File: config.mk
export PLATFORM = sky130hd
export DESIGN_NAME = rpDrive
export DESIGN_NICKNAME = d
export VERILOG_FILES = /design/src/rpPkg.sv /design/src/rpDriveIf.sv /design/src/rpRegFile.sv /design/src/rpDriveCtrl.sv /design/src/rpStatusReg.sv /design/src/rpDrive.sv
export SDC_FILE = /design/constraint.sdc
export NUM_CORES = 1
export LEC_CHECK = 0
export BUFFER_PORTS_ARGS = -buffer_cell sky130_fd_sc_hd__buf_2
export CORE_MARGIN = 2
export CORE_UTILIZATION = 30
export DETAILED_ROUTE_END_ITERATION = 8
export GPL_ROUTABILITY_DRIVEN = 1
export GPL_TIMING_DRIVEN = 0
export SLEW_MARGIN = 30
export SYNTH_ARGS = -nofsm -noshare
export SYNTH_HDL_FRONTEND = slang
export SYNTH_SLANG_ARGS = --single-unit
File: constraint.sdc
create_clock -name clk -period 2 [get_ports clk]
set_input_delay 0.2 -clock clk [delete_from_list [all_inputs] [get_ports clk]]
set_output_delay 0.2 -clock clk [all_outputs]
set_load 0.02 [all_outputs]
File: src/rpPkg.sv
/*
 * RP drive shared definitions
 * Register select codes, function codes, drive states, the desired
 * address word layout and the bit positions of ER1 and DS
 */

`default_nettype none

package rpPkg;

   // Register select on the host bus
   typedef logic [2:0] rpAddr_t;

   localparam rpAddr_t ADDR_CS1 = 3'd0;
   localparam rpAddr_t ADDR_DS  = 3'd1;
   localparam rpAddr_t ADDR_ER1 = 3'd2;
   localparam rpAddr_t ADDR_DA  = 3'd3;
   localparam rpAddr_t ADDR_DC  = 3'd4;

   // CS1 function field, bits 5:1
   typedef logic [4:0] rpFunc_t;

   localparam rpFunc_t FN_NOP    = 5'd0;
   localparam rpFunc_t FN_SEEK   = 5'd2;
   localparam rpFunc_t FN_DRVCLR = 5'd4;
   localparam rpFunc_t FN_OFFSET = 5'd6;
   localparam rpFunc_t FN_RETURN = 5'd7;
   localparam rpFunc_t FN_PRESET = 5'd8;
   localparam rpFunc_t FN_PAKACK = 5'd9;

   // Drive states
   typedef enum logic [4:0] {
      ST_IDLE,
      ST_SEEKCHK,
      ST_SEEKDLY,
      ST_OFFSET,
      ST_RETURN,
      ST_ATA,
      ST_CLEAR,
      ST_PRESET,
      ST_PAKACK
   } rpState_t;

   // DA field view, unused bits held at zero
   typedef struct packed {
      logic [1:0] rsvdHi;
      logic [5:0] track;
      logic [1:0] rsvdLo;
      logic [5:0] sector;
   } rpDaFields_t;

   typedef union packed {
      logic [15:0] raw;
      rpDaFields_t f;
   } rpDa_t;

   // Writable DA bits
   localparam logic [15:0] DA_MASK = 16'h3F3F;

   // ER1 bits
   localparam int ER1_ILF = 0;
   localparam int ER1_IAE = 10;

   // DS bits
   localparam int DS_ATA = 15;
   localparam int DS_ERR = 14;
   localparam int DS_PIP = 13;
   localparam int DS_MOL = 12;
   localparam int DS_WRL = 11;
   localparam int DS_LST = 10;
   localparam int DS_PGM = 9;
   localparam int DS_DPR = 8;
   localparam int DS_DRY = 7;
   localparam int DS_VV  = 6;
   localparam int DS_OM  = 0;

endpackage

`default_nettype wire

File: src/rpDriveIf.sv
/*
 * RP drive internal bundle
 * Drive state from the FSM, register contents and the
 * attention clear strobe from the register file
 */

`timescale 1ns/1ps
`default_nettype none

interface rpDriveIf;
   import rpPkg::*;

   rpState_t    state;
   rpDa_t       da;
   logic [15:0] dc;
   logic [15:0] er1;
   logic        ataClr;

   modport regs   (output da, output dc, output er1, output ataClr, input state);
   modport ctrl   (output state, input da, input dc);
   modport status (input state, input da, input dc, input er1, input ataClr);

endinterface

`default_nettype wire

File: src/rpRegFile.sv
/*
 * RP drive register file
 * Decodes host bus writes into DA, DC and ER1 loads and into the
 * GO and attention clear strobes, collects error pulses in ER1
 * and multiplexes the register read data
 */

`timescale 1ns/1ps
`default_nettype none

module rpRegFile (
   input  wire logic           clk,
   input  wire logic           rst,
   input  wire logic           clr,
   input  wire logic           wr,
   input  wire rpPkg::rpAddr_t addr,
   input  wire logic [15:0]    wrData,
   input  wire logic           iaeSet,
   input  wire logic           ilfSet,
   input  wire logic [15:0]    ds,
   output      logic [15:0]    rdData,
   output      logic           go,
   output      rpPkg::rpFunc_t func,
   rpDriveIf.regs              drv
);

   import rpPkg::*;

   rpDa_t       daReg;
   logic [15:0] dcReg;
   logic [15:0] er1Reg;
   rpFunc_t     cs1Func;
   logic [15:0] errBits;

   //////////////////////////////////////////////////////////////////////
   // Write strobes
   //////////////////////////////////////////////////////////////////////

   // Function field straight off the bus
   assign func = wrData[5:1];

   // GO pulse only on a CS1 write with bit 0 set
   assign go = wr && (addr == ADDR_CS1) && wrData[0];

   // Only the attention bit of DS is writable
   assign drv.ataClr = wr && (addr == ADDR_DS) && wrData[DS_ATA];

   // Last function code written, for CS1 readback
   always_ff @(posedge clk or posedge rst)
   begin
      if (rst)
         cs1Func <= FN_NOP;
      else if (clr)
         cs1Func <= FN_NOP;
      else if (wr && (addr == ADDR_CS1))
         cs1Func <= wrData[5:1];
   end

   // Desired address and cylinder, zeroed by PRESET
   always_ff @(posedge clk or posedge rst)
   begin
      if (rst)
      begin
         daReg.raw <= '0;
         dcReg     <= '0;
      end
      else if (clr || (drv.state == ST_PRESET))
      begin
         daReg.raw <= '0;
         dcReg     <= '0;
      end
      else if (wr)
      begin
         // Non-field bits of DA never stick
         if (addr == ADDR_DA)
            daReg.raw <= wrData & DA_MASK;
         if (addr == ADDR_DC)
            dcReg <= wrData;
      end
   end

   //////////////////////////////////////////////////////////////////////
   // Error register
   //////////////////////////////////////////////////////////////////////

   // Error pulses from the FSM
   always_comb
   begin
      errBits          = '0;
      errBits[ER1_IAE] = iaeSet;
      errBits[ER1_ILF] = ilfSet;
   end

   // Host write replaces the contents, pulses OR in on top
   always_ff @(posedge clk or posedge rst)
   begin
      if (rst)
         er1Reg <= '0;
      else if (clr || (drv.state == ST_CLEAR))
         er1Reg <= '0;
      else if (wr && (addr == ADDR_ER1))
         er1Reg <= wrData | errBits;
      else
         er1Reg <= er1Reg | errBits;
   end

   assign drv.da  = daReg;
   assign drv.dc  = dcReg;
   assign drv.er1 = er1Reg;

   //////////////////////////////////////////////////////////////////////
   // Read multiplexer
   //////////////////////////////////////////////////////////////////////

   always_comb
   begin
      case (addr)
         // DRY mirrored from DS, GO always reads 0
         ADDR_CS1: rdData = {8'h00, ds[DS_DRY], 1'b0, cs1Func, 1'b0};
         ADDR_DS:  rdData = ds;
         ADDR_ER1: rdData = er1Reg;
         ADDR_DA:  rdData = daReg.raw;
         ADDR_DC:  rdData = dcReg;
         default:  rdData = '0;
      endcase
   end

endmodule

`default_nettype wire

File: src/rpDriveCtrl.sv
/*
 * RP drive state machine
 * Starts functions on GO, validates the seek address against the
 * geometry, times positioning with a down-counter and raises
 * attention when a function completes or is rejected
 */

`timescale 1ns/1ps
`default_nettype none

module rpDriveCtrl #(
   parameter int unsigned LAST_SECTOR = 19,
   parameter int unsigned LAST_TRACK  = 18,
   parameter int unsigned LAST_CYL    = 814,
   parameter int unsigned SEEK_CYCLES = 12
) (
   input  wire logic           clk,
   input  wire logic           rst,
   input  wire logic           clr,
   input  wire logic           go,
   input  wire rpPkg::rpFunc_t func,
   output      logic           iaeSet,
   output      logic           ilfSet,
   rpDriveIf.ctrl              drv
);

   import rpPkg::*;

   // Geometry limits at register width
   localparam logic [5:0]  MAX_SECT = 6'(LAST_SECTOR);
   localparam logic [5:0]  MAX_TRK  = 6'(LAST_TRACK);
   localparam logic [15:0] MAX_CYL  = 16'(LAST_CYL);

   // Delay counter sized for the full positioning time
   localparam int               CNT_W    = $clog2(SEEK_CYCLES + 1);
   localparam logic [CNT_W-1:0] DLY_LOAD = CNT_W'(SEEK_CYCLES - 1);

   rpState_t         state;
   rpState_t         stateNext;
   logic [CNT_W-1:0] dlyCnt;
   logic             addrBad;
   logic             funcBad;
   logic             dlyDone;

   //////////////////////////////////////////////////////////////////////
   // Seek address check and function decode
   //////////////////////////////////////////////////////////////////////

   // Any field past the last legal value rejects the seek
   assign addrBad = (drv.da.f.sector > MAX_SECT) ||
                    (drv.da.f.track  > MAX_TRK)  ||
                    (drv.dc          > MAX_CYL);

   always_comb
   begin
      case (func)
         FN_NOP, FN_SEEK, FN_DRVCLR, FN_OFFSET,
         FN_RETURN, FN_PRESET, FN_PAKACK:
            funcBad = 1'b0;
         default:
            funcBad = 1'b1;
      endcase
   end

   // Error pulses, one cycle each
   assign iaeSet = (state == ST_SEEKCHK) && addrBad;
   assign ilfSet = (state == ST_IDLE) && go && funcBad;

   //////////////////////////////////////////////////////////////////////
   // Positioning delay
   //////////////////////////////////////////////////////////////////////

   // Held at load value outside SEEKDLY, counts down inside it
   always_ff @(posedge clk or posedge rst)
   begin
      if (rst)
         dlyCnt <= DLY_LOAD;
      else if (clr || (state != ST_SEEKDLY))
         dlyCnt <= DLY_LOAD;
      else if (dlyCnt != '0)
         dlyCnt <= dlyCnt - 1'b1;
   end

   assign dlyDone = (dlyCnt == '0);

   //////////////////////////////////////////////////////////////////////
   // State machine
   //////////////////////////////////////////////////////////////////////

   always_comb
   begin
      stateNext = state;
      case (state)
         ST_IDLE:
            // GO while busy never reaches here
            if (go)
            begin
               case (func)
                  FN_NOP:    stateNext = ST_IDLE;
                  FN_SEEK:   stateNext = ST_SEEKCHK;
                  FN_DRVCLR: stateNext = ST_CLEAR;
                  FN_OFFSET: stateNext = ST_OFFSET;
                  FN_RETURN: stateNext = ST_RETURN;
                  FN_PRESET: stateNext = ST_PRESET;
                  FN_PAKACK: stateNext = ST_PAKACK;
                  default:   stateNext = ST_ATA;
               endcase
            end
         ST_SEEKCHK:
            stateNext = addrBad ? ST_ATA : ST_SEEKDLY;
         // Offset and return share the positioning path
         ST_OFFSET, ST_RETURN:
            stateNext = ST_SEEKDLY;
         ST_SEEKDLY:
            if (dlyDone)
               stateNext = ST_ATA;
         ST_ATA, ST_CLEAR, ST_PRESET, ST_PAKACK:
            stateNext = ST_IDLE;
         default:
            stateNext = ST_IDLE;
      endcase
   end

   always_ff @(posedge clk or posedge rst)
   begin
      if (rst)
         state <= ST_IDLE;
      else if (clr)
         state <= ST_IDLE;
      else
         state <= stateNext;
   end

   assign drv.state = state;

endmodule

`default_nettype wire

File: src/rpStatusReg.sv
/*
 * RP drive status word
 * Keeps the attention, volume valid and offset mode flags and
 * assembles DS from drive state, registers and media inputs
 */

`timescale 1ns/1ps
`default_nettype none

module rpStatusReg #(
   parameter int unsigned LAST_SECTOR = 19,
   parameter int unsigned LAST_TRACK  = 18,
   parameter int unsigned LAST_CYL    = 814
) (
   input  wire logic        clk,
   input  wire logic        rst,
   input  wire logic        clr,
   input  wire logic        rpCD,
   input  wire logic        rpWP,
   output      logic [15:0] ds,
   rpDriveIf.status         drv
);

   import rpPkg::*;

   localparam logic [5:0]  MAX_SECT = 6'(LAST_SECTOR);
   localparam logic [5:0]  MAX_TRK  = 6'(LAST_TRACK);
   localparam logic [15:0] MAX_CYL  = 16'(LAST_CYL);

   logic ata;
   logic vv;
   logic om;
   logic lst;

   //////////////////////////////////////////////////////////////////////
   // Status flags
   //////////////////////////////////////////////////////////////////////

   // Attention, set on completion, cleared by host or drive clear
   always_ff @(posedge clk or posedge rst)
   begin
      if (rst)
         ata <= 1'b0;
      else if (clr || drv.ataClr || (drv.state == ST_CLEAR))
         ata <= 1'b0;
      else if (drv.state == ST_ATA)
         ata <= 1'b1;
   end

   // Volume valid, lost as soon as the card goes away while idle
   always_ff @(posedge clk or posedge rst)
   begin
      if (rst)
         vv <= 1'b0;
      else if (clr)
         vv <= 1'b0;
      else if (drv.state == ST_IDLE)
         vv <= vv & rpCD;
      else if ((drv.state == ST_PRESET) || (drv.state == ST_PAKACK))
         vv <= rpCD;
   end

   // Offset mode
   always_ff @(posedge clk or posedge rst)
   begin
      if (rst)
         om <= 1'b0;
      else if (clr)
         om <= 1'b0;
      else if (drv.state == ST_OFFSET)
         om <= 1'b1;
      else if (drv.state == ST_RETURN)
         om <= 1'b0;
   end

   // Address sits on the very last sector of the pack
   assign lst = (drv.da.f.sector == MAX_SECT) &&
                (drv.da.f.track  == MAX_TRK)  &&
                (drv.dc          == MAX_CYL);

   //////////////////////////////////////////////////////////////////////
   // DS assembly
   //////////////////////////////////////////////////////////////////////

   always_comb
   begin
      ds         = '0;
      ds[DS_ATA] = ata;
      ds[DS_ERR] = (drv.er1 != '0);
      ds[DS_PIP] = (drv.state == ST_SEEKDLY);
      ds[DS_MOL] = rpCD;
      ds[DS_WRL] = rpWP;
      ds[DS_LST] = lst;
      ds[DS_PGM] = 1'b0;
      ds[DS_DPR] = 1'b1;
      ds[DS_DRY] = (drv.state == ST_IDLE);
      ds[DS_VV]  = vv;
      ds[DS_OM]  = om;
   end

endmodule

`default_nettype wire

File: src/rpDrive.sv
/*
 * RP drive top level
 * Register file, drive state machine and status word joined
 * through the drive bundle, with attention out for an interrupt
 */

`timescale 1ns/1ps
`default_nettype none

module rpDrive #(
   parameter int unsigned LAST_SECTOR = 19,
   parameter int unsigned LAST_TRACK  = 18,
   parameter int unsigned LAST_CYL    = 814,
   parameter int unsigned SEEK_CYCLES = 12
) (
   input  wire logic        clk,
   input  wire logic        rst,
   input  wire logic        clr,
   input  wire logic        wr,
   input  wire logic [2:0]  addr,
   input  wire logic [15:0] wrData,
   input  wire logic        rpCD,
   input  wire logic        rpWP,
   output      logic [15:0] rdData,
   output      logic        attn
);

   import rpPkg::*;

   rpFunc_t     func;
   logic        go;
   logic        iaeSet;
   logic        ilfSet;
   logic [15:0] ds;

   rpDriveIf drvIf ();

   // Host register access
   rpRegFile uRegFile (
      .clk    (clk),
      .rst    (rst),
      .clr    (clr),
      .wr     (wr),
      .addr   (addr),
      .wrData (wrData),
      .iaeSet (iaeSet),
      .ilfSet (ilfSet),
      .ds     (ds),
      .rdData (rdData),
      .go     (go),
      .func   (func),
      .drv    (drvIf)
   );

   // Function sequencing
   rpDriveCtrl #(
      .LAST_SECTOR (LAST_SECTOR),
      .LAST_TRACK  (LAST_TRACK),
      .LAST_CYL    (LAST_CYL),
      .SEEK_CYCLES (SEEK_CYCLES)
   ) uDriveCtrl (
      .clk    (clk),
      .rst    (rst),
      .clr    (clr),
      .go     (go),
      .func   (func),
      .iaeSet (iaeSet),
      .ilfSet (ilfSet),
      .drv    (drvIf)
   );

   rpStatusReg #(
      .LAST_SECTOR (LAST_SECTOR),
      .LAST_TRACK  (LAST_TRACK),
      .LAST_CYL    (LAST_CYL)
   ) uStatusReg (
      .clk  (clk),
      .rst  (rst),
      .clr  (clr),
      .rpCD (rpCD),
      .rpWP (rpWP),
      .ds   (ds),
      .drv  (drvIf)
   );

   // Interrupt request follows DS attention
   assign attn = ds[DS_ATA];

endmodule

`default_nettype wire

# After elaboration in Yosys (flattened, before gate mapping)
# Index checks and enable logic that the tools add are counted.
# classes
n_mux,28
n_lt_le_gt_ge,3
bitwise_logic,3
eq_ne,24
n_reduce_logical,37
addsub,1
# op_table
cell,count
$mux 16,8
$pmux 16 s5,1
$eq 5x3->1 const B,7
$or 16x11->16,2
$pmux 4 s7,1
$mux 5,5
$pmux 5 s4,1
$eq 16x10->1 const B,1
$gt 16x10->1 const B,1
$reduce_bool 16->1,1
$eq 5x2->1 const B,3
$eq 5x4->1 const B,3
$eq 6x5->1 const B,2
$gt 6x5->1 const B,2
$reduce_bool 2->1,6
$logic_and 1x1->1,10
$logic_not 5->1,2
$mux 1,9
$logic_or 1x1->1,8
$mux 4,2
$reduce_or 7->1,1
$eq 3x2->1 const B,2
$ne 3x2->1 const B,2
$reduce_and 2->1,3
other kinds (12),13
# totals
output_inout_bits,17
input_bits,25
reg_bits,65

# Longest topological paths before layout
# Gate-level depths: netlist of run 1.
# depth
depth_word,8
ltp_mapped,7

# Hierarchy
# Synthesis of run 1 repeated with hierarchy kept, for this count alone.
# hier_totals
hier_cells,433
area_unflattened_um2,3681.0
# by_module_without_submodules
mod,cells_per_inst,n_inst,area_each_um2
rpRegFile,301,1,2627.5
rpDriveCtrl,75,1,604.3
rpStatusReg,57,1,449.2

# Least setup slack after synthesis of run 1
# OpenSTA, ideal clock, no wires.
# synth_timing
kind,input to output
from,input port addr[1]
to,output port rdData[14]
path_slack_ns,0.328
path_buffers,2
arrival_ns,1.472
cell_stages,5
path_cell_list,buf_6 nor2b_1 clkbuf_1 a22oi_1 o21ai_0
# synth_via
elab_chain_len,2
elab_cells_between_ends,6
# synth_rtl
element,line,text
from (decl),rpDrive.sv:20,"input wire logic [2:0] addr,"
$eq 3x3->1 (tied with other cells),rpRegFile.sv:117,case (addr)
$pmux 16 s5 (*),rpRegFile.sv:117,
to (decl),rpDrive.sv:24,"output logic [15:0] rdData,"
# Mark *: on every way between the ends. The rest lies on a longest branch, timed or not.

# Worst setup path after layout of run 1
# layout_timing
from,"register uDriveCtrl.state[0], in the netlist uDriveCtrl.drv.state[0]"
to,output port rdData[13]
# layout_via
elab_chain_len,2
# layout_rtl
element,line,text
from (decl),rpDriveCtrl.sv:38,rpState_t state;
from (signal assigned),rpDriveCtrl.sv:131,state <= stateNext;
$eq 5x2->1,rpStatusReg.sv:90,ds[DS_PIP] = (drv.state == ST_SEEKDLY);
$pmux 16 s5,rpRegFile.sv:117,
# No other way between the ends.

==> flow_metrics.py, run 1 <==
metrics = {
    "finish": {
        "finalNetCount": 482,
        "mostFrequentLayoutCell": "nand2_1",
        "most-common-layout-cells": "nand2_1 (109), a21oi_1 (60), dfrtp_1 (55)",
        "final_layout_size_suffix_gt1_share_pct": 17.8,
        "antenna_cells": 0,
        "fillers": 1135,
        "syn2layout_area_growth_pct": 19.6,
        "final_design_area_no_fill_mm2": 0.00394,
    },
    "synth": {
        "synthMuxAreaShare_pct": 3.95,
        "post_synth_simple_gate_area_pct": 25.2,
        "synthesis.instances": 404,
        "synth_fa_ha_area_share_pct": 0.380,
        "xor_xnor_share_of_the_synthesized_area_pct": 0.266,
        "number_of_synthesized_flops_with_an_enable_pin": 0,
        "yosys_register_bits": 60,
        "synth-warning-count": 0,
        "synth_ff_type": "dfrtp_1",
        "synth-compound-area-share_pct": 20.0,
        "synth_area_per_cell_um2": 8.15,
        "mappedNetlistNets": 430,
        "yosys.cell_types.count": 48,
        "synth_top_family_by_area": "simple AND/OR/NAND/NOR gates",
        "share_of_async_settable_or_async_resettable_flops_after_synthesis_pct": 100,
        "yosysSeqAreaShare_pct": 45.7,
        "post_synth_instance_area_mm2": 0.00329,
    },
    "sta": {
        "finalCriticalPeriod_ns": 1.92,
        "hold_viol": 0,
        "count_of_pins_over_their_slew_limit": 0,
        "rsz_0062_raised_after_global_routing": "false",
        "worst_pin_slew_ns": 0.654,
        "max_slew_margin_vs_limit_pct": 56.3,
        "setup_viol_count_final": 0,
        "final_cycle_utilization_of_the_critical_path_pct": 96.0,
        "post-route-worst-setup-slack_ns": 0.0799,
        "maximum_clock_skew_at_final_layout_ns": 0.0170,
        "max_freq_mhz": 521,
        "final.hold.worst_slack_ns": 0.0912,
    },
    "cts": {
        "h-tree-depth": 3,
        "cts.root.buffer_cell": "clkbuf_8",
        "worst_setup_hold_path_clk_slew_ns": 0.07,
        "cts_tree": "done",
        "max-clock-path-buffers": 2,
        "clk_latency_ns": 0.36,
        "clock_sinks": 60,
        "number_of_buffers_inserted_during_clock_tree_synthesis": 9,
    },
    "global_routing": {
        "pin_count_of_the_biggest_net_entering_global_routing": 35,
        "overflow": 0,
        "antenna_violations_before_repair": 0,
        "grtUsageMet1_pct": 26.1,
        "gr_util_met2_pct": 29.7,
        "grtUsageMet3_pct": 3.83,
        "first_global_vias": 3097,
        "grtUsageTotal_pct": 19.1,
        "grt_pass1_wl_um": 16800,
        "layer_carrying_the_most_global_route_usage": "met2",
    },
    "power": {
        "vdd.ir_drop.worst_uv": 293,
        "p_per_area_mw_per_mm2": 672,
        "finalPower_w": 0.00264,
        "p_leak_nw": 1.65,
    },
    "setup_path": {
        "required_time_of_the_worst_setup_path_ns": 1.80,
        "worst_setup_path_start_kind": "register",
        "critical_path_arrival_ns": 1.72,
        "path_max_fanout": 10,
        "cp-end-kind": "output port",
        "timing_worst_setup_path_type": "reg2out",
    },
    "floorplanning": {
        "ioPinCount": 42,
        "die_area_mm2": 0.0118,
        "dieWidth_um": 109,
        "die_height_um": 109,
        "initial_utilization_pct": 30.5,
        "std_cell_rows": 38,
        "placeableCoreArea_mm2": 0.0108,
    },
    "placed_design": {
        "gp_congestion": 0.941,
        "place.port_buffers": 38,
        "pre_cts_ws_ns": -0.000173,
        "half_perimeter_wire_length_after_detailed_placement_um": 8080,
        "placement.cell_area_mm2": 0.00368,
    },
    "hold_path": {
        "hp-class": "in2reg",
    },
    "drt": {
        "route.antenna.remaining_nets": 0,
        "route.vias.total": 3312,
        "post_drt_wl_per_cell_um": 18.0,
        "drt_pre_antenna_iters": 7,
        "route.detailed.vias_per_inst": 5.51,
        "drt-initial-drc-count": 297,
        "drt-total-wl_um": 10800,
        "drcViolationCount": 0,
    },
    "outcome": {
        "outcome": "completed",
    },
    "run": {
        "number_of_violations_of_the_max_capacitance_limit": 0,
    },
}
==> layout make-up <==
class | instances | area [um^2] | area share [%]
tap | 140 | 175 | 4.45
sequential | 60 | 1510 | 38.3
multi-input combinational | 308 | 1670 | 42.4
buffer | 27 | 118 | 2.99
inverter | 7 | 28.8 | 0.731
clock inverter | 6 | 65.1 | 1.65
timing repair buffer | 43 | 245 | 6.23
clock buffer | 10 | 128 | 3.24
==> timing repair <==
action,CTS,global route
resized for setup,3,10
pin swaps,2,0
hold buffers,1,0
gates cloned,0,0
setup buffers,3,0
setup endpoints to repair,3,6
hold endpoints to repair,26,0
==> where the power goes <==
group	switching, W	total (W)	internal, W
combinational	0.000198	0.000290	0.0000921
clock	0.000521	0.00110	0.000575
sequential	0.0000233	0.00126	0.00123
==> kinds of logic (layout without fill, tap and decap cells) <==
logic type,after synthesis,in the layout
AND/OR/NAND/NOR,180,180
AO/OA/AOI/OAI,113,113
flip-flops,60,60
buffers and inverters,36,93
multiplexers,13,13
adder cells (fa/ha/maj),1,1
XOR/XNOR,1,1
==> routing by layer <==
metal,vias up,wire length (um)
li1,1517,-
met1,1595,4790
met2,173,4860
met3,27,899
met4,0,274
met5,-,0
==> state kept, by name, summed over array words and instances (netlist names) <==
signal / count
uDriveCtrl.dlyCnt: 4
uDriveCtrl.drv.state: 4
uRegFile.cs1Func: 5
uRegFile.drv.da: 12
uRegFile.drv.dc: 16
uRegFile.drv.er1: 16
uStatusReg.ata: 1
uStatusReg.om: 1
uStatusReg.vv: 1
==> synthesized netlist by cell type (2+ instances only) <==
master	number	area share [%]
a21oi_1	60	9.1
mux2i_1	13	4.0
nor3b_1	2	0.46
o22ai_1	6	1.1
a31oi_1	3	0.57
a311oi_1	2	0.53
and3_1	2	0.38
a211o_1	3	0.80
nor3_1	4	0.61
o21ai_1	2	0.30
nand2b_1	5	0.95
nor4_1	9	1.7
o32ai_1	2	0.53
dfrtp_1	57	43
a31o_2	2	0.53
clkbuf_1	22	2.5
nor2b_1	4	0.76
dfstp_2	3	2.4
or3_1	2	0.38
nand4_1	3	0.57
a22oi_1	10	2.3
nand3_1	2	0.30
nand2_1	109	12
nand3b_1	4	0.91
buf_2	5	0.76
o21ai_0	16	2.4
o211ai_1	2	0.46
inv_1	7	0.80
nor2_1	24	2.7
==> critical path, cell delays in order (launching register included) <==
cell	delay (ns)
dfrtp_2	0.48
nor2_4	0.16
nand3b_1	0.16
nor2_2	0.16
a21oi_1	0.05
o22ai_1	0.19
buf_4	0.18
==> final timing paths <==
| check | startpoint | endpoint | slack, ns | cells past startpoint |
|---|---|---|---|---|
| min in group asynchronous | rst | uRegFile.drv.er1[8] | 0.37 | 3 |
| min reg2reg | uRegFile.cs1Func[2] | uRegFile.cs1Func[2] | 0.53 | 2 |
| max | uDriveCtrl.drv.state[0] | rdData[13] | 0.08 | 6 |
| max reg2reg | uDriveCtrl.drv.state[3] | uRegFile.drv.da[1] | 0.20 | 5 |
| max in group asynchronous | rst | uDriveCtrl.dlyCnt[3] | 1.08 | 4 |
| min | wrData[7] | uRegFile.drv.er1[7] | 0.09 | 3 |
==> through the flow <==
step	TNS, ns	instances	utilization [%]
floorplan	0	404	-
global placement	-29.01	582	33.9
detailed placement	-0.000173	583	34.1
CTS	0	601	36.2
global route	0	601	36.5
finish	0	601	36.5
(Power assumes the default switching activity.)
==> run 2: changes to the inputs <==
--- a/config.mk
+++ b/config.mk
@@ -11,6 +11,7 @@
 export DETAILED_ROUTE_END_ITERATION = 8
 export GPL_ROUTABILITY_DRIVEN = 1
 export GPL_TIMING_DRIVEN = 0
+export PLACE_DENSITY_LB_ADDON = 0.25
 export SLEW_MARGIN = 30
 export SYNTH_ARGS = -nofsm -noshare
 export SYNTH_HDL_FRONTEND = slang
==> run 2 against run 1 <==
Against the previous run: setup slack worse by 0.0029 ns; maximum frequency is 0.15% lower; clock skew is 0.0025 ns lower; utilization is 0.093 points higher; largest power group unchanged.
==> flow_metrics.py, run 2 (synthesis results as in run 1) <==
metrics = {
    "outcome": {
        "outcome": "completed",
    },
    "finish": {
        "antenna_cells": 0,
        "finalNetCount": 482,
        "most-common-layout-cells": "nand2_1 (109), a21oi_1 (60), dfrtp_1 (55)",
        "fillers": 1116,
        "mostFrequentLayoutCell": "nand2_1",
        "syn2layout_area_growth_pct": 19.9,
        "regArea_mm2": 0.00151,
        "final_layout_size_suffix_gt1_share_pct": 17.6,
        "layout.cells.non_filler": 601,
        "final_design_area_no_fill_mm2": 0.00395,
        "multiInputGateArea_mm2": 0.00167,
    },
    "setup_path": {
        "critical_path_arrival_ns": 1.72,
        "path_delay_family": "flip-flops",
        "timing.critical_path.buf_inv": 1,
        "cpMaxStageDelayCell": "dfrtp_2",
        "path_max_fanout": 10,
        "worst_setup_path_start_kind": "register",
        "cp-end-kind": "output port",
        "timing_worst_setup_path_type": "reg2out",
        "required_time_of_the_worst_setup_path_ns": 1.80,
        "worst_path_largest_cell_delay_ns": 0.48,
        "cp_cell_sequence": "nor2_4 > nand3b_1 > nor2_1 > a21oi_1 > o22ai_2 > buf_4",
    },
    "hold_path": {
        "hp-class": "in2reg",
    },
    "cts": {
        "number_of_buffers_inserted_during_clock_tree_synthesis": 9,
        "cts.root.buffer_cell": "clkbuf_8",
        "cts_tree": "done",
        "clk_latency_ns": 0.36,
        "max-clock-path-buffers": 2,
        "worst_setup_hold_path_clk_slew_ns": 0.07,
        "h-tree-depth": 3,
        "clock_sinks": 60,
    },
    "sta": {
        "rsz_0062_raised_after_global_routing": "true",
        "timing.setup.tns_ns": 0,
        "max_freq_mhz": 520,
        "setup_viol_count_final": 0,
        "max_slew_margin_vs_limit_pct": 57.2,
        "finalCriticalPeriod_ns": 1.92,
        "hold_viol": 0,
        "final_cycle_utilization_of_the_critical_path_pct": 96.1,
        "count_of_pins_over_their_slew_limit": 0,
        "worst_pin_slew_ns": 0.641,
        "maximum_clock_skew_at_final_layout_ns": 0.0145,
    },
    "global_routing": {
        "first_global_vias": 3064,
        "grtUsageTotal_pct": 19.3,
        "antenna_violations_before_repair": 0,
        "grt_pass1_wl_um": 16800,
        "pin_count_of_the_biggest_net_entering_global_routing": 32,
        "overflow": 0,
    },
    "floorplanning": {
        "die_area_mm2": 0.0118,
        "die_height_um": 109,
        "initial_utilization_pct": 30.5,
        "dieWidth_um": 109,
        "ioPinCount": 42,
        "placeableCoreArea_mm2": 0.0108,
        "std_cell_rows": 38,
    },
    "drt": {
        "drt_pre_antenna_iters": 5,
        "drt-initial-drc-count": 218,
        "drt-total-wl_um": 11000,
        "route.vias.total": 3276,
        "post_drt_wl_per_cell_um": 18.3,
        "route.detailed.vias_per_inst": 5.45,
        "route.antenna.remaining_nets": 0,
        "drcViolationCount": 0,
    },
    "placed_design": {
        "gp_congestion": 0.907,
        "place.port_buffers": 38,
        "half_perimeter_wire_length_after_detailed_placement_um": 8190,
        "placed_cells": 583,
        "placement.cell_area_mm2": 0.00368,
    },
    "power": {
        "p_per_area_mw_per_mm2": 684,
        "vdd.ir_drop.worst_uv": 335,
        "p_leak_nw": 1.66,
    },
    "run": {
        "number_of_violations_of_the_max_capacitance_limit": 0,
    },
}
run 2: power breakdown:
part           leakage (nW)  internal [W]  switching (W)
registers             0.819       0.00123      0.0000233
clock network         0.102      0.000640       0.000509
logic                 0.738     0.0000924       0.000201
run 2: area by class of cell:
| cell class | count | share of cell area (%) |
|---|---|---|
| Timing Repair Buffer | 43 | 6.28 |
| Sequential cell | 60 | 38.2 |
| Multi-Input combinational cell | 308 | 42.2 |
| Clock inverter | 4 | 1.21 |
| Clock buffer | 12 | 3.93 |
| Inverter | 7 | 0.729 |
| Tap cell | 140 | 4.44 |
| Buffer | 27 | 2.98 |
run 2: per-stage QoR:
stage	hold slack, ns	setup slack, ns	utilization (%)	total power, W
detailed placement	0.231	-0.00521	34.1	0.00156
floorplan	0.305	0.320	-	0.00144
global route	0.0891	-0.00872	36.6	0.00279
CTS	0.0766	0.0221	36.4	0.00271
finish	0.0983	0.0771	36.6	0.00270
global placement	0.454	-0.574	33.9	0.00156
run 2: worst min-delay path: stages:
cell	delay, ns
buf_2	0.11
nand2_1	0.05
a21oi_1	0.05
run 2: worst paths after layout:
| check | depth (start not counted) | endpoint | startpoint | slack (ns) |
|---|---|---|---|---|
| worst max-delay path | 6 | rdData[13] | uDriveCtrl.drv.state[0] | 0.08 |
| worst min-delay path | 3 | uRegFile.drv.dc[7] | wrData[7] | 0.1 |
| worst max register to register | 5 | uRegFile.drv.dc[0] | uDriveCtrl.drv.state[3] | 0.20 |
| worst min register to register | 2 | uDriveCtrl.dlyCnt[1] | uDriveCtrl.dlyCnt[1] | 0.52 |
| max in group asynchronous | 4 | uDriveCtrl.dlyCnt[0] | rst | 1.04 |
| min in group asynchronous | 3 | uRegFile.drv.dc[10] | rst | 0.39 |
run 2: per-layer routing:
metal | routed length, um | share of wire [%] | global-route usage (%) | up-vias
met5 | 0 | 0 | 0 | -
met4 | 327 | 3.0 | 8.06 | 0
met3 | 697 | 6.3 | 4.72 | 25
met2 | 5090 | 46 | 29.9 | 123
met1 | 4890 | 44 | 25.8 | 1608
li1 | - | - | - | 1520
run 2: repair_timing:
| item | in CTS | in global routing |
|---|---|---|
| endpoints found under the setup margin | 4 | 5 |
| hold buffers | 1 | 0 |
| gates resized for setup | 6 | 8 |
| pin swaps | 2 | 0 |
| setup buffers | 3 | 0 |
| endpoints found under the hold margin | 30 | 0 |
==> run 3: changes to the inputs <==
--- a/config.mk
+++ b/config.mk
@@ -6,6 +6,7 @@
 export NUM_CORES = 1
 export LEC_CHECK = 0
 export BUFFER_PORTS_ARGS = -buffer_cell sky130_fd_sc_hd__buf_2
+export CORE_ASPECT_RATIO = 1.25
 export CORE_MARGIN = 2
 export CORE_UTILIZATION = 30
 export DETAILED_ROUTE_END_ITERATION = 8
==> run 3 against run 2 <==
Against the previous run: utilization rose by 1.5 points; register-to-register slack got worse by 0.04 ns; critical path depth rose by 1; wire length rose by 1.1%; final cell count fell by 1.3%; total power rose by 14%; hold slack improved by 0.024 ns; flip-flop and latch count did not move; via count fell by 2.8%; clock-buffer cell count fell by 3.
==> flow_metrics.py, run 3 (synthesis results as in run 1) <==
metrics = {
    "cts": {
        "clk_latency_ns": 0.34,
        "cts.root.buffer_cell": "clkbuf_16",
        "worst_setup_hold_path_clk_slew_ns": 0.05,
        "clock_sinks": 60,
        "h-tree-depth": 3,
        "number_of_buffers_inserted_during_clock_tree_synthesis": 9,
        "max-clock-path-buffers": 2,
        "cts_tree": "done",
    },
    "sta": {
        "setup_viol_count_final": 0,
        "finalCriticalPeriod_ns": 1.91,
        "worst_pin_slew_ns": 0.656,
        "hold_viol": 0,
        "rsz_0062_raised_after_global_routing": "false",
        "maximum_clock_skew_at_final_layout_ns": 0.00588,
        "max_freq_mhz": 522,
        "final_cycle_utilization_of_the_critical_path_pct": 95.7,
        "post-route-worst-setup-slack_ns": 0.0853,
        "count_of_pins_over_their_slew_limit": 0,
        "final.hold.worst_slack_ns": 0.122,
        "max_slew_margin_vs_limit_pct": 56.1,
    },
    "drt": {
        "drcViolationCount": 0,
        "route.detailed.vias_per_inst": 5.37,
        "route.vias.total": 3184,
        "drt_pre_antenna_iters": 5,
        "drt-initial-drc-count": 236,
        "post_drt_wl_per_cell_um": 18.8,
        "route.antenna.remaining_nets": 0,
        "drt-total-wl_um": 11100,
    },
    "power": {
        "cell_internal_pwr_w": 0.00229,
        "p_leak_nw": 1.70,
        "combinationalPowerShare_pct": 9.5,
        "net-switching-power_w": 0.000800,
        "p_per_area_mw_per_mm2": 763,
        "clockPowerShare_pct": 49.7,
        "pwr-share-seq_pct": 40.8,
        "netSwitchingFraction_pct": 25.9,
        "vdd.ir_drop.worst_uv": 372,
    },
    "setup_path": {
        "reg2reg_setup_slack_ns": 0.16,
        "worst_setup_path_start_kind": "register",
        "r2r.worst_path.cells": 5,
        "timing_worst_setup_path_type": "reg2out",
        "cp-end-kind": "output port",
        "required_time_of_the_worst_setup_path_ns": 1.80,
        "r2r_start": "uDriveCtrl.drv.state[1]",
        "critical_path_arrival_ns": 1.71,
        "path_max_fanout": 9,
        "reg2reg_to": "uRegFile.drv.er1[9]",
    },
    "finish": {
        "mostFrequentLayoutCell": "nand2_1",
        "final_layout_size_suffix_gt1_share_pct": 18.2,
        "fillers": 1123,
        "finalNetCount": 482,
        "antenna_cells": 0,
        "syn2layout_area_growth_pct": 22.9,
        "most-common-layout-cells": "nand2_1 (109), a21oi_1 (60), dfrtp_1 (56)",
        "layout.cells.non_filler": 593,
    },
    "global_routing": {
        "grt_pass1_wl_um": 17300,
        "first_global_vias": 3134,
        "grtUsageTotal_pct": 19.1,
        "antenna_violations_before_repair": 0,
        "pin_count_of_the_biggest_net_entering_global_routing": 49,
        "overflow": 0,
    },
    "floorplanning": {
        "std_cell_rows": 42,
        "die_height_um": 121,
        "die_area_mm2": 0.0118,
        "ioPinCount": 42,
        "dieWidth_um": 97.7,
        "placeableCoreArea_mm2": 0.0106,
        "initial_utilization_pct": 31.0,
    },
    "hold_path": {
        "whs_path_depth": 3,
        "hold_path_end": "uRegFile.drv.dc[7]",
        "hp-class": "in2reg",
        "hold_path_startpoint": "wrData[7]",
    },
    "placed_design": {
        "pre_cts_ws_ns": -0.0532,
        "half_perimeter_wire_length_after_detailed_placement_um": 8280,
        "place.port_buffers": 38,
        "placed_cells": 575,
        "gp_congestion": 0.873,
    },
    "outcome": {
        "outcome": "completed",
    },
    "run": {
        "number_of_violations_of_the_max_capacitance_limit": 0,
    },
}
==> run 3: cell types whose count changed in the layout (fill, tap and decap cells not counted), sizes merged <==
| cell | before | now |
|---|---|---|
| clkbuf | 32 | 29 |
| clkinvlp | 1 | 3 |
| clkinv | 2 | 3 |
==> run 3: critical path, stage by stage, from the launching register on <==
cell and delay, ns:
dfrtp_1 0.35, buf_2 0.18, nor2_4 0.13, nand3b_1 0.16, nor2_1 0.15, a21oi_1 0.06
o22ai_2 0.18, buf_4 0.18
==> run 3: layer usage <==
| metal | track usage, % | wire length (um) | vias up |
|---|---|---|---|
| met5 | 0 | 0 | - |
| met4 | 8.68 | 354 | 0 |
| met3 | 3.28 | 645 | 20 |
| met2 | 30.6 | 5220 | 127 |
| met1 | 25.4 | 4910 | 1521 |
| li1 | - | - | 1516 |
==> run 3: worst max path at each step <==
stage	cells after the start	slack, ns	endpoint	startpoint
3_5_place_dp	6	-0.05	rdData[9]	addr[2]
5_1_grt	4	0.02	rdData[10]	uRegFile.drv.da[2]
2_1_floorplan	1	0.32	uDriveCtrl.dlyCnt[2]	rst
6_report	7	0.09	rdData[13]	uDriveCtrl.drv.state[3]
4_1_cts	6	0.007	rdData[13]	uDriveCtrl.drv.state[0]
3_3_place_gp	2	-0.50	uRegFile.drv.da[13]	rst
==> run 3: cell type report <==
class | count | area (um^2) | share of cell area [%]
Inverter | 7 | 28.8 | 0.712
Buffer | 28 | 123 | 3.03
Sequential cell | 60 | 1510 | 37.3
Multi-Input combinational cell | 308 | 1680 | 41.6
Tap cell | 132 | 165 | 4.08
Clock buffer | 9 | 225 | 5.57
Clock inverter | 7 | 67.6 | 1.67
Timing Repair Buffer | 42 | 245 | 6.06
==> run 3: stage by stage <==
stage	cell area, um^2	setup TNS (ns)	utilization, %	total power [W]
after floorplan	3290	0	-	0.00144
after global placement	3650	-28.42	34.3	0.00156
after detailed placement	3680	-0.131	34.6	0.00157
after CTS	4000	0	37.7	0.00310
after global routing	4040	0	38.1	0.00319
final	4040	0	38.1	0.00309
==> run 3: power by group through the flow <==
| stage | sequential (W) | combinational, W | clock [W] |
|---|---|---|---|
| 3_5_place_dp | 0.00128 | 0.000288 | 0 |
| 3_3_place_gp | 0.00128 | 0.000277 | 0 |
| 5_1_grt | 0.00126 | 0.000322 | 0.00160 |
| 4_1_cts | 0.00126 | 0.000291 | 0.00155 |
| 6_report | 0.00126 | 0.000294 | 0.00153 |
| 2_1_floorplan | 0.00127 | 0.000169 | 0 |
==> run 3: timing repair <==
item	CTS	global route
pin swaps	2	0
endpoints found under the hold margin	9	0
gates cloned	0	0
resized for setup	5	11
hold buffers	1	0
setup buffers	2	0
endpoints found under the setup margin	5	9
